$ cat config.mk
export PLATFORM = sky130hd
export DESIGN_NAME = xy_scaler
export DESIGN_NICKNAME = d
export VERILOG_FILES = /design/src/design/xy_scope_pkg.sv /design/src/design/xy_scaler.sv
export SDC_FILE = /design/constraint.sdc
export NUM_CORES = 1
export LEC_CHECK = 0
export BUFFER_PORTS_ARGS = -buffer_cell sky130_fd_sc_hd__buf_4
export CELL_PAD_IN_SITES_DETAIL_PLACEMENT = 1
export CELL_PAD_IN_SITES_GLOBAL_PLACEMENT = 2
export CORE_AREA = 2 2 48 67
export DETAILED_ROUTE_END_ITERATION = 8
export DIE_AREA = 0 0 50 69
export PLACE_DENSITY_LB_ADDON = 0.2
export SLEW_MARGIN = 20
export SYNTH_ARGS = -nofsm -noshare
export SYNTH_HDL_FRONTEND = slang
export SYNTH_SLANG_ARGS = --single-unit
export TNS_END_PERCENT = 10
$ cat constraint.sdc
create_clock -name clk -period 3.41 [get_ports clk]
set_input_delay 0.1705 -clock clk [delete_from_list [all_inputs] [get_ports clk]]
set_output_delay 0.1705 -clock clk [all_outputs]
set_load 0.02 [all_outputs]
$ cat src/design/xy_scope_pkg.sv
package xy_scope_pkg;

  // adc and framebuffer geometry
  localparam int adc_bits = 10;
  localparam int fb_width = 64;
  localparam int fb_height = 48;
  localparam int fb_x_bits = 6;
  localparam int fb_y_bits = 6;
  localparam int fb_addr_bits = 12;
  localparam int fb_pixels = fb_width * fb_height;

  // one bit each for r, g, b
  localparam int color_bits = 3;
  localparam logic [color_bits-1:0] bg_color = 3'b001;
  localparam logic [color_bits-1:0] trace_color = 3'b111;

  localparam int settle_cycles = 8;
  localparam int start_cycles = 8;

  // video mode, horizontal in clocks
  localparam int h_visible = 64;
  localparam int h_front = 4;
  localparam int h_sync = 6;
  localparam int h_back = 6;
  localparam int h_total = h_visible + h_front + h_sync + h_back;
  localparam int h_cnt_bits = $clog2(h_total);

  // vertical in lines
  localparam int v_visible = 48;
  localparam int v_front = 2;
  localparam int v_sync = 2;
  localparam int v_back = 2;
  localparam int v_total = v_visible + v_front + v_sync + v_back;
  localparam int v_cnt_bits = $clog2(v_total);

  typedef struct packed {
    logic [adc_bits-1:0] x;
    logic [adc_bits-1:0] y;
  } adc_sample_t;

  typedef struct packed {
    logic [fb_x_bits-1:0] x;
    logic [fb_y_bits-1:0] y;
  } fb_point_t;

  typedef struct packed {
    logic [fb_x_bits-1:0]  x;
    logic [fb_y_bits-1:0]  y;
    logic [color_bits-1:0] color;
  } pixel_wr_t;

  // syncs are active low
  typedef struct packed {
    logic                  hsync;
    logic                  vsync;
    logic                  de;
    logic [color_bits-1:0] color;
  } vga_out_t;

  typedef enum logic [1:0] {
    src_clear,
    src_settle,
    src_plot
  } src_state_t;

endpackage

$ cat src/design/xy_scaler.sv
`timescale 1ns/10ps

module xy_scaler
  import xy_scope_pkg::*;
(
  input  logic        clk,
  input  logic        reset,
  input  logic        in_valid,
  input  adc_sample_t in_sample,
  input  logic        out_ready,
  output logic        in_ready,
  output logic        out_valid,
  output fb_point_t   out_point
);

  logic [adc_bits+1:0] y_times3;
  logic                load;

  // y * 3 / 64 keeps 0..1023 inside 0..47
  assign y_times3 = (adc_bits + 2)'(in_sample.y) * (adc_bits + 2)'(3);

  assign in_ready = !out_valid || out_ready;
  assign load     = in_valid && in_ready;

  always_ff @(posedge clk) begin
    if (reset) begin
      out_valid <= 1'b0;
    end else if (in_ready) begin
      out_valid <= in_valid;
    end
  end

  always_ff @(posedge clk) begin
    if (load) begin
      // x / 16 is just the top bits
      out_point.x <= in_sample.x[adc_bits-1 -: fb_x_bits];
      out_point.y <= y_times3[adc_bits+1 -: fb_y_bits];
    end
  end

endmodule

==> metrics, run 1 <==
critical path's slowest cell ha_1; Syn Area/Cell 11.8 sq um; register bit total from synthesis 13; nets 134; CTS Hold Bufs 0; syn_nets 96; distinct cell type count after synthesis 21; skew final 0.00159 ns; FMAX 0.730 GHz; # DRC 0; Max H-tree Level 1; clk_lat worst skew 0.23 ns; async set-reset flop share out of synthesis 0%; Yosys warning count 0; sequential area share after synthesis 51.9%; NetSw 0.111 mW; setup TNS 0 ns; Die ar. 3450 sq um; Post-Synthesis Cells 62; relative slew slack 65.9%; max_cap viols 0; FF-to-FF setup slack 2.16 ns; Post-synth EDFFs 12; grt total ovfl 0; Synth Flop Type edfxtp_1; Final Hold Viols 0; largest net degree at the start of global routing 13; Critical R2R Launch out_valid$_SDFFE_PP0N_; initial detailed-routing violation count 11; fraction of layout cells with a size suffix above 1 41.4%; initial antenna violation count 0; Seq. cell area 380 sq um; Tcrit/Tclk final 40.2%; worst r2r dst out_point[5]$_DFFE_PP_; Starting Density 25.7%; Internal 0.329 mW; clock power share 29.7%; worst reg-to-reg path cell count 2; Worst VDD drop 0.171 mV; Max Slew Vio Count 0; mapped cell area 733 sq um; Die X 50 microns; Finish-stage setup viols 0; crit path kind in2reg; top-count cell post-synth edfxtp_1; status finished, final reports clean; post-synth top area share 49.1%; Place WS 1.80 ns; first-pass GRT wire length 2.33 mm; critical path launch point in_sample[5]; CP max stage delay 0.34 ns; Critical Path AT 1.36 ns; routability cong. 0.713; WP buf/inv 2; Vias 598; TritonRoute pass-1 iters 2; Worst path depth 7; share of power burned in combinational logic 25.7%; synth-to-layout area growth 46.2%; total CTS buffers 3; Detail Route Antenna Nets 0; standard-cell row count 23; Hold WC Path Type in2reg; Multi-input gate area 330 sq um; critical path endpoint category register; core box area 2850 sq um; critical path's top delay family compound AO/OA/AOI/OAI gates; Post-CTS Setup Inserts 0; Yosys top cell by area edfxtp_1; Die H 69 microns; final worst slack 2.04 ns; worst path cell trace buf_4 -> ha_1 -> a21oi_1 -> inv_1 -> a31oi_1 -> nand2b_1 -> a21oi_1; total wire length 1.46 mm; Fillers 328; post-CTS sizing 0; Clock Pin Slew Worst Setup and Hold Paths 0.05 ns; total track usage 8.75%; Detail Placement HPWL 1.25 mm; Power Density 410 nW/um^2; top cells by area, synth edfxtp_1 49%, ha_1 17%, xnor2_1 3.6%, a21oi_1 3.4%, inv_1 3.1%; Startpoint Class input pin; data required time of the worst path 3.40 ns; CTS root buf clkbuf_8; Wirelength per Cell 10.7 microns; Critical Path End out_point[2]$_DFFE_PP_; clk sinks 13; final critical-path required period 1.37 ns; CP Max Fanout 4; port bufs 33; Ports 38; number of global-route vias before repair 586; CTS tree built; RSZ-0062 raised after global routing no; top cells by count, synth 12 x edfxtp_1, 10 x ha_1, 6 x inv_1; Ant. Diodes 0; DR vias/cell 4.40; sw frac 25.2%; Worst-Margin Slew 0.511 ns; crit-path most repeated cell a21oi_1; LEAKAGE 0.491 nW; Sequential Power Share 44.6%; deepest clock path buffer count 2
## per-stage QoR
| step | power (mW) | cells | instance area (sq um) | hold slack (ns) | util, % |
|---|---|---|---|---|---|
| 3_3_place_gp | 0.313 | 132 | 1030 | 0.328 | 36.1 |
| 6_report | 0.440 | 136 | 1070 | 0.0835 | 37.6 |
| 3_5_place_dp | 0.315 | 132 | 1030 | 0.333 | 36.1 |
| 4_1_cts | 0.447 | 136 | 1070 | 0.0813 | 37.6 |
| 2_1_floorplan | 0.264 | 62 | 733 | 0.240 | - |
| 5_1_grt | 0.464 | 136 | 1070 | 0.0879 | 37.6 |
## cell type report
class / instances / area share [%]
flip-flops and latches: 13 / 35.5
multi-input cells: 43 / 30.8
repair buffers: 33 / 23.1
well taps: 37 / 4.32
clock buffers: 4 / 4.20
inverters: 6 / 2.10
## power groups by stage
stage / clock [mW] / combinational [mW] / sequential (mW)
detailed placement: 0 / 0.115 / 0.200
finish: 0.131 / 0.113 / 0.196
global route: 0.142 / 0.125 / 0.198
CTS: 0.135 / 0.116 / 0.197
global placement: 0 / 0.113 / 0.199
floorplan: 0 / 0.0473 / 0.217
## logic make-up (layout without fill, tap and decap cells)
group,Yosys count,after routing,synth area share [%]
AOI/OAI and AO/OA,12,12,10.9
xor gates and xnor gates,3,3,3.58
adders and majority gates,10,10,17.1
buffers and inverters,6,43,3.07
DFF,13,13,51.9
and+or+nand+nor,18,18,13.5
## registers in the layout, indices dropped and copies added (netlist names)
name / flops
out_valid: 1
out_point: 12
## metal layers
metal	share of wire (%)	wire length [microns]	track usage (%)	up-vias
met2	55	804	15.4	19
li1	-	-	-	298
met5	0	0	0	-
met4	1.9	27	5.56	0
met3	6.3	91	1.73	2
met1	37	533	9.13	279
## cells in the final DEF, fill, tap and decap left out, drive strengths merged, types with 2 or more instances in the layout
cell    instances
nand3           4
inv             6
nor2            2
nand2           5
ha             10
edfxtp         12
nor3            2
xnor2           3
clkbuf          4
buf            33
nand2b          3
a21oi           5
o21ai           2
## worst min path at each step
stage               start                     end  slack (ns)  cells after the start
floorplan           reset  out_valid$_SDFFE_PP0N_        0.24                      1
global placement    reset  out_valid$_SDFFE_PP0N_        0.33                      2
detailed placement  reset  out_valid$_SDFFE_PP0N_        0.33                      2
CTS                 reset  out_valid$_SDFFE_PP0N_        0.08                      2
global route        reset  out_valid$_SDFFE_PP0N_        0.09                      2
finish              reset  out_valid$_SDFFE_PP0N_        0.08                      2
(Power assumes the default switching activity.)
==> run 2: changes to the inputs <==
--- a/config.mk
+++ b/config.mk
@@ -5,12 +5,13 @@
 export SDC_FILE = /design/constraint.sdc
 export NUM_CORES = 1
 export LEC_CHECK = 0
+export ABC_AREA = 1
 export BUFFER_PORTS_ARGS = -buffer_cell sky130_fd_sc_hd__buf_4
 export CELL_PAD_IN_SITES_DETAIL_PLACEMENT = 1
 export CELL_PAD_IN_SITES_GLOBAL_PLACEMENT = 2
-export CORE_AREA = 2 2 48 67
+export CORE_AREA = 2 2 54 76
 export DETAILED_ROUTE_END_ITERATION = 8
-export DIE_AREA = 0 0 50 69
+export DIE_AREA = 0 0 56 78
 export PLACE_DENSITY_LB_ADDON = 0.2
 export SLEW_MARGIN = 20
 export SYNTH_ARGS = -nofsm -noshare
==> constraint.sdc (replaced) <==
create_clock -name clk -period 1.3 [get_ports clk]
set_input_delay 0.065 -clock clk [delete_from_list [all_inputs] [get_ports clk]]
set_output_delay 0.065 -clock clk [all_outputs]
set_load 0.02 [all_outputs]
==> run 2 against run 1 <==
Net effect: sequential power increased to 2.6 times the previous value; power rose to 2.9 times the previous value; clock power increased to 2.7 times the previous value; final cell count up 51%; via count rose by 50%; synthesized cell count rose by 76%; first-iteration DRC count fell by 36%; combinational power grew to 3.7 times the previous value; area after synthesis is 22% higher; register-to-register slack worse by 1.9 ns; critical endpoint is now out_point[4]$_DFFE_PP_; design area grew 29%.
==> metrics, run 2 <==
status finished, final reports clean; DR vias/cell 4.37 (-0.71%); total wire length 2.41 mm (+66%); top cells by count, synth 38 x nand2_1, 14 x inv_1, 12 x edfxtp_1; Post-Synthesis Cells 109 (+76%); worst path cell trace buf_4 -> inv_1 -> ha_1 -> inv_2 -> nand2_1 -> nand2_1 -> a21oi_1 -> nand3_2 -> nand2_1 -> nand2_1; CP max stage delay 0.33 ns (about the same); Power Density 927 nW/um^2 (+130%); Yosys top cell by area edfxtp_1; Ant. Diodes 0 (unchanged); synth-to-layout area growth 55.0%; Yosys warning count 0 (unchanged); Startpoint Class input pin; distinct cell type count after synthesis 18 (-14%); largest net degree at the start of global routing 13 (unchanged); Internal 0.916 mW (+180%); setup TNS 0 ns (unchanged); clk_lat worst skew 0.24 ns (about the same); initial detailed-routing violation count 7 (-4); LEAKAGE 0.716 nW (+46%); async set-reset flop share out of synthesis 0% (unchanged); routability cong. 0.720 (+0.91%); # DRC 0 (unchanged); commonest non-fill, non-tap cells in the layout 44 x buf_4, 38 x nand2_1, 14 x inv_1; initial antenna violation count 0 (unchanged); standard-cell row count 26 (+13%); final instance area 1390 sq um (+29%); clock power share 27.3% (-2.4 points); max reg flops 12 (unchanged); Post-CTS Setup Inserts 0 (unchanged); TritonRoute pass-1 iters 2 (unchanged); Detail Placement HPWL 2.11 mm (+69%); Total Power 1.28 mW (+190%); max_cap viols 0 (unchanged); nets 198 (+48%); post-synth top area share 40.3% (-8.9 points); Sequential Power Share 39.8% (-4.8 points); Post-synth EDFFs 12 (unchanged); Finish-stage setup viols 0 (unchanged); Die X 56 microns (+12%); Critical R2R Launch out_valid$_SDFFE_PP0N_; critical path's slowest cell ha_1; Vias 895 (+50%); port bufs 33 (unchanged); CP Max Fanout 4 (unchanged); deepest clock path buffer count 2 (unchanged); Ports 38 (unchanged); Synth Flop Type edfxtp_1; Die H 78 microns (+13%); CTS root buf clkbuf_8; sw frac 28.7% (+3.5 points); Tcrit/Tclk final 87.5%; worst min-delay path startpoint in_sample[18]; Max Slew Vio Count 0 (unchanged); critical path endpoint category register; FMAX 0.880 GHz; Worst VDD drop 0.521 mV (+200%); commonest non-fill, non-tap cell in the layout buf_4; final critical-path required period 1.14 ns; Biggest register out_point; grt total ovfl 0 (unchanged); core box area 3640 sq um (+28%); register bit total from synthesis 13 (unchanged); total track usage 12.6% (+3.9 points); fraction of layout cells with a size suffix above 1 35.6% (-5.8 points); top-count cell post-synth nand2_1; number of global-route vias before repair 995 (+70%); share of power burned in combinational logic 32.9% (+7.2 points); Hold WC Path Type in2reg; sequential area share after synthesis 42.5% (-9.4 points); area post-placement 1280 sq um (+25%); Worst-Margin Slew 0.240 ns (-0.272 ns); Syn Area/Cell 8.21 sq um (-31%); Wirelength per Cell 11.8 microns (+9.9%); crit path kind in2reg; Final Hold Viols 0 (unchanged); first-pass GRT wire length 4.36 mm (+87%); CTS Hold Bufs 5 (+5); relative slew slack 84.0% (+18 points); Clock Pin Slew Worst Setup and Hold Paths 0.05 ns (about the same); syn_nets 143 (+49%); skew final 0.00188 ns (+0.000292 ns); RSZ-0062 raised after global routing no; Detail Route Antenna Nets 0 (unchanged); critical path launch point in_sample[8]; mapped cell area 895 sq um (+22%); CTS tree built; Max H-tree Level 1 (unchanged); Top Registers out_point: 12 flops, out_valid: 1 flops; Starting Density 24.6% (-1.2 points); data required time of the worst path 1.29 ns (-2.11 ns); clk sinks 13 (unchanged); top cells by area, synth edfxtp_1 40%, nand2_1 16%, ha_1 14%, inv_1 5.9%, nor2_1 3.4%; Critical Path AT 1.13 ns (-0.23 ns); NetSw 0.369 mW (+230%); crit-path most repeated cell nand2_1; Die ar. 4370 sq um (+27%); post-CTS sizing 0 (unchanged); total CTS buffers 3 (unchanged)
[run 2: final cells by class]
class / count / area (sq um)
multi-input cells: 79 / 454
flip-flops and latches: 13 / 380
repair buffers: 50 / 390
well taps: 42 / 52.6
clock buffers: 4 / 45.0
fillers: 450 / 2260
inverters: 17 / 63.8
[run 2: power by group through the flow]
stage               clock, mW  combinational, mW  sequential (mW)
floorplan                   0              0.181            0.562
global placement            0              0.406            0.519
detailed placement          0              0.415            0.520
CTS                     0.369              0.430            0.512
global route            0.387              0.476            0.516
finish                  0.351              0.422            0.511
[run 2: logic make-up after synthesis]
group / after synthesis / synth area share [%]
compound gates: 10 / 7.27
simple gates: 59 / 29.1
fa+ha+maj: 10 / 14.0
flops: 13 / 42.5
buf+inv: 17 / 7.13
[run 2: worst paths after layout]
| kind | endpoint | slack, ns | cells past startpoint |
|---|---|---|---|
| max | out_point[4]$_DFFE_PP_ | 0.16 | 10 |
| min | out_point[10]$_DFFE_PP_ | 0.01 | 1 |
| max reg2reg | out_point[11]$_DFFE_PP_ | 0.31 | 2 |
| min reg2reg | out_valid$_SDFFE_PP0N_ | 0.52 | 2 |
[run 2: routing by layer]
metal | GRT usage (%) | vias up | routed length [microns]
met1 | 12.5 | 402 | 884
met4 | 5.00 | 0 | 27
met2 | 25.2 | 29 | 1340
li1 | - | 462 | -
met3 | 2.00 | 2 | 155
met5 | 0 | - | 0
[run 2: metrics by stage]
| step | cells | util, % | hold WS, ns | setup slack (ns) |
|---|---|---|---|---|
| after floorplan | 109 | - | 0.134 | 0.116 |
| after global placement | 195 | 35.2 | 0.222 | -0.0723 |
| after detailed placement | 195 | 35.2 | 0.226 | -0.119 |
| after CTS | 204 | 37.8 | 0.00306 | 0.134 |
| after global routing | 205 | 38.0 | 0.000751 | 0.0419 |
| final | 205 | 38.0 | 0.00952 | 0.163 |
[run 2: critical path: cells and delay by family]
kind	cells	cell delay, ns
fa+ha+maj	1	0.33
simple gates	5	0.31
compound gates	1	0.21
buf+inv	3	0.20
==> run 3: changes to the inputs <==
--- a/config.mk
+++ b/config.mk
@@ -5,13 +5,12 @@
 export SDC_FILE = /design/constraint.sdc
 export NUM_CORES = 1
 export LEC_CHECK = 0
-export ABC_AREA = 1
 export BUFFER_PORTS_ARGS = -buffer_cell sky130_fd_sc_hd__buf_4
 export CELL_PAD_IN_SITES_DETAIL_PLACEMENT = 1
 export CELL_PAD_IN_SITES_GLOBAL_PLACEMENT = 2
-export CORE_AREA = 2 2 54 76
+export CORE_AREA = 2 2 49 70
 export DETAILED_ROUTE_END_ITERATION = 8
-export DIE_AREA = 0 0 56 78
+export DIE_AREA = 0 0 51 72
 export PLACE_DENSITY_LB_ADDON = 0.2
 export SLEW_MARGIN = 20
 export SYNTH_ARGS = -nofsm -noshare
==> run 3 against run 2 <==
Net effect: largest power group unchanged; core utilization rose by 0.98 points; wire length fell by 34%; count of clock-buffer cells in the layout unchanged; largest cell class is now flip-flops and latches.
==> metrics, run 3 (same netlist as run 1, synthesis figures left out) <==
first-pass GRT wire length 2.65 mm (-39%); initial antenna violation count 0 (unchanged); DR vias/cell 4.21 (-3.6%); Wirelength per Cell 10.7 microns (-9.4%); Post-CTS Setup Inserts 0 (unchanged); final critical-path required period 1.20 ns (+0.0634 ns); RSZ-0062 raised after global routing no; total wire length 1.59 mm (-34%); Power Density 1010 nW/um^2 (+8.6%); # DRC 0 (unchanged); critical path's slowest cell ha_1; Ant. Diodes 0 (unchanged); data required time of the worst path 1.29 ns (about the same); routability cong. 0.755 (+4.8%); worst min-delay path startpoint in_sample[15]; Detail Route Antenna Nets 0 (unchanged); Detail Placement HPWL 1.38 mm (-35%); crit path kind in2reg; TritonRoute pass-1 iters 2 (unchanged); Starting Density 24.2% (-0.38 points); critical path's top delay family compound AO/OA/AOI/OAI gates; Clock Pin Slew Worst Setup and Hold Paths 0.05 ns (about the same); Vias 627 (-30%); port bufs 33 (unchanged); WP buf/inv 1 (-2); final instance area 1180 sq um (-15%); Startpoint Class input pin; FMAX 0.833 GHz (-5.3%); hold slack final 0.00722 ns (-0.00230 ns); commonest non-fill, non-tap cells in the layout 41 x buf_4, 12 x edfxtp_1, 9 x ha_1; CTS root buf clkbuf_8; Worst VDD drop 0.365 mV (-30%); clk sinks 13 (unchanged); relative slew slack 82.2% (-1.8 points); Final Hold Viols 0 (unchanged); Biggest register out_point; total track usage 9.69% (-2.9 points); fraction of layout cells with a size suffix above 1 47.3% (+12 points); Top Registers out_point: 12 flops, out_valid: 1 flops; CP Max Fanout 3 (-1); core box area 3030 sq um (-17%); Max H-tree Level 1 (unchanged); nets 145 (-27%); initial detailed-routing violation count 1 (-6); Max Slew Vio Count 0 (unchanged); status finished, final reports clean; critical path endpoint category register; Worst-Margin Slew 0.267 ns (+0.0271 ns); synth-to-layout area growth 61.4%; grt total ovfl 0 (unchanged); standard-cell row count 24 (-7.7%); LEAKAGE 0.544 nW (-24%); worst path cell trace buf_4 -> ha_1 -> a21oi_1 -> o21ai_2 -> nor2_1 -> nand2_1 -> a21o_1; Hold WC Path Type in2reg; area post-placement 1090 sq um (-15%); critical path launch point in_sample[5]; Place WS -0.149 ns (-0.0303 ns); Die H 72 microns (-7.7%); skew final 0.00329 ns (+0.00142 ns); Critical R2R Launch out_valid$_SDFFE_PP0N_; Critical Path AT 1.19 ns (+0.06 ns); Tcrit/Tclk final 92.3% (+4.9 points); Finish-stage setup viols 0 (unchanged); commonest non-fill, non-tap cell in the layout buf_4; CTS tree built; setup TNS 0 ns (unchanged); FF-to-FF setup slack 0.24 ns (-0.07 ns); Total Power 1.19 mW (-7.3%); Die X 51 microns (-8.9%); CP max stage delay 0.32 ns (about the same); number of global-route vias before repair 657 (-34%); final worst slack 0.0997 ns (-0.0634 ns); max reg flops 12 (unchanged); Die ar. 3670 sq um (-16%); clk_lat worst skew 0.23 ns (about the same); deepest clock path buffer count 2 (unchanged); total CTS buffers 3 (unchanged); largest net degree at the start of global routing 13 (unchanged); max_cap viols 0 (unchanged); Ports 38 (unchanged)
[run 3: timing repair]
action,4_1_cts,5_1_grt
hold endpoints to repair,3,0
setup endpoints to repair,0,1
gates resized for setup,0,3
hold buffers,3,0
[run 3: final timing paths]
path                             end  cells after the start
max           out_point[5]$_DFFE_PP_                      7
max reg2reg  out_point[10]$_DFFE_PP_                      2
min           out_point[7]$_DFFE_PP_                      1
min reg2reg   out_valid$_SDFFE_PP0N_                      2
[run 3: per-layer routing]
| metal | routed length (microns) | GRT usage, % | vias up |
|---|---|---|---|
| met5 | 0 | 0 | - |
| met3 | 169 | 3.09 | 4 |
| met4 | 28 | 5.41 | 0 |
| met1 | 579 | 9.95 | 273 |
| met2 | 811 | 17.0 | 30 |
| li1 | - | - | 320 |
[run 3: cell type report]
| cell class | instances | area, sq um |
|---|---|---|
| inverter | 6 | 22.5 |
| clock buffer | 4 | 45.0 |
| multi-input combinational | 43 | 349 |
| tap | 39 | 48.8 |
| fill | 360 | 1850 |
| timing repair buffer | 44 | 338 |
| sequential | 13 | 380 |
[run 3: stage by stage]
stage          instances  utilization, %
2_1_floorplan         62               -
4_1_cts              149            38.4
3_3_place_gp         142            36.0
3_5_place_dp         142            36.0
5_1_grt              149            39.0
6_report             149            39.0
[run 3: power by group]
group	total, mW	internal [mW]	switching, mW
clock network	0.337	0.215	0.122
registers	0.514	0.505	0.00863
logic	0.340	0.176	0.164
total	1.19	0.896	0.295
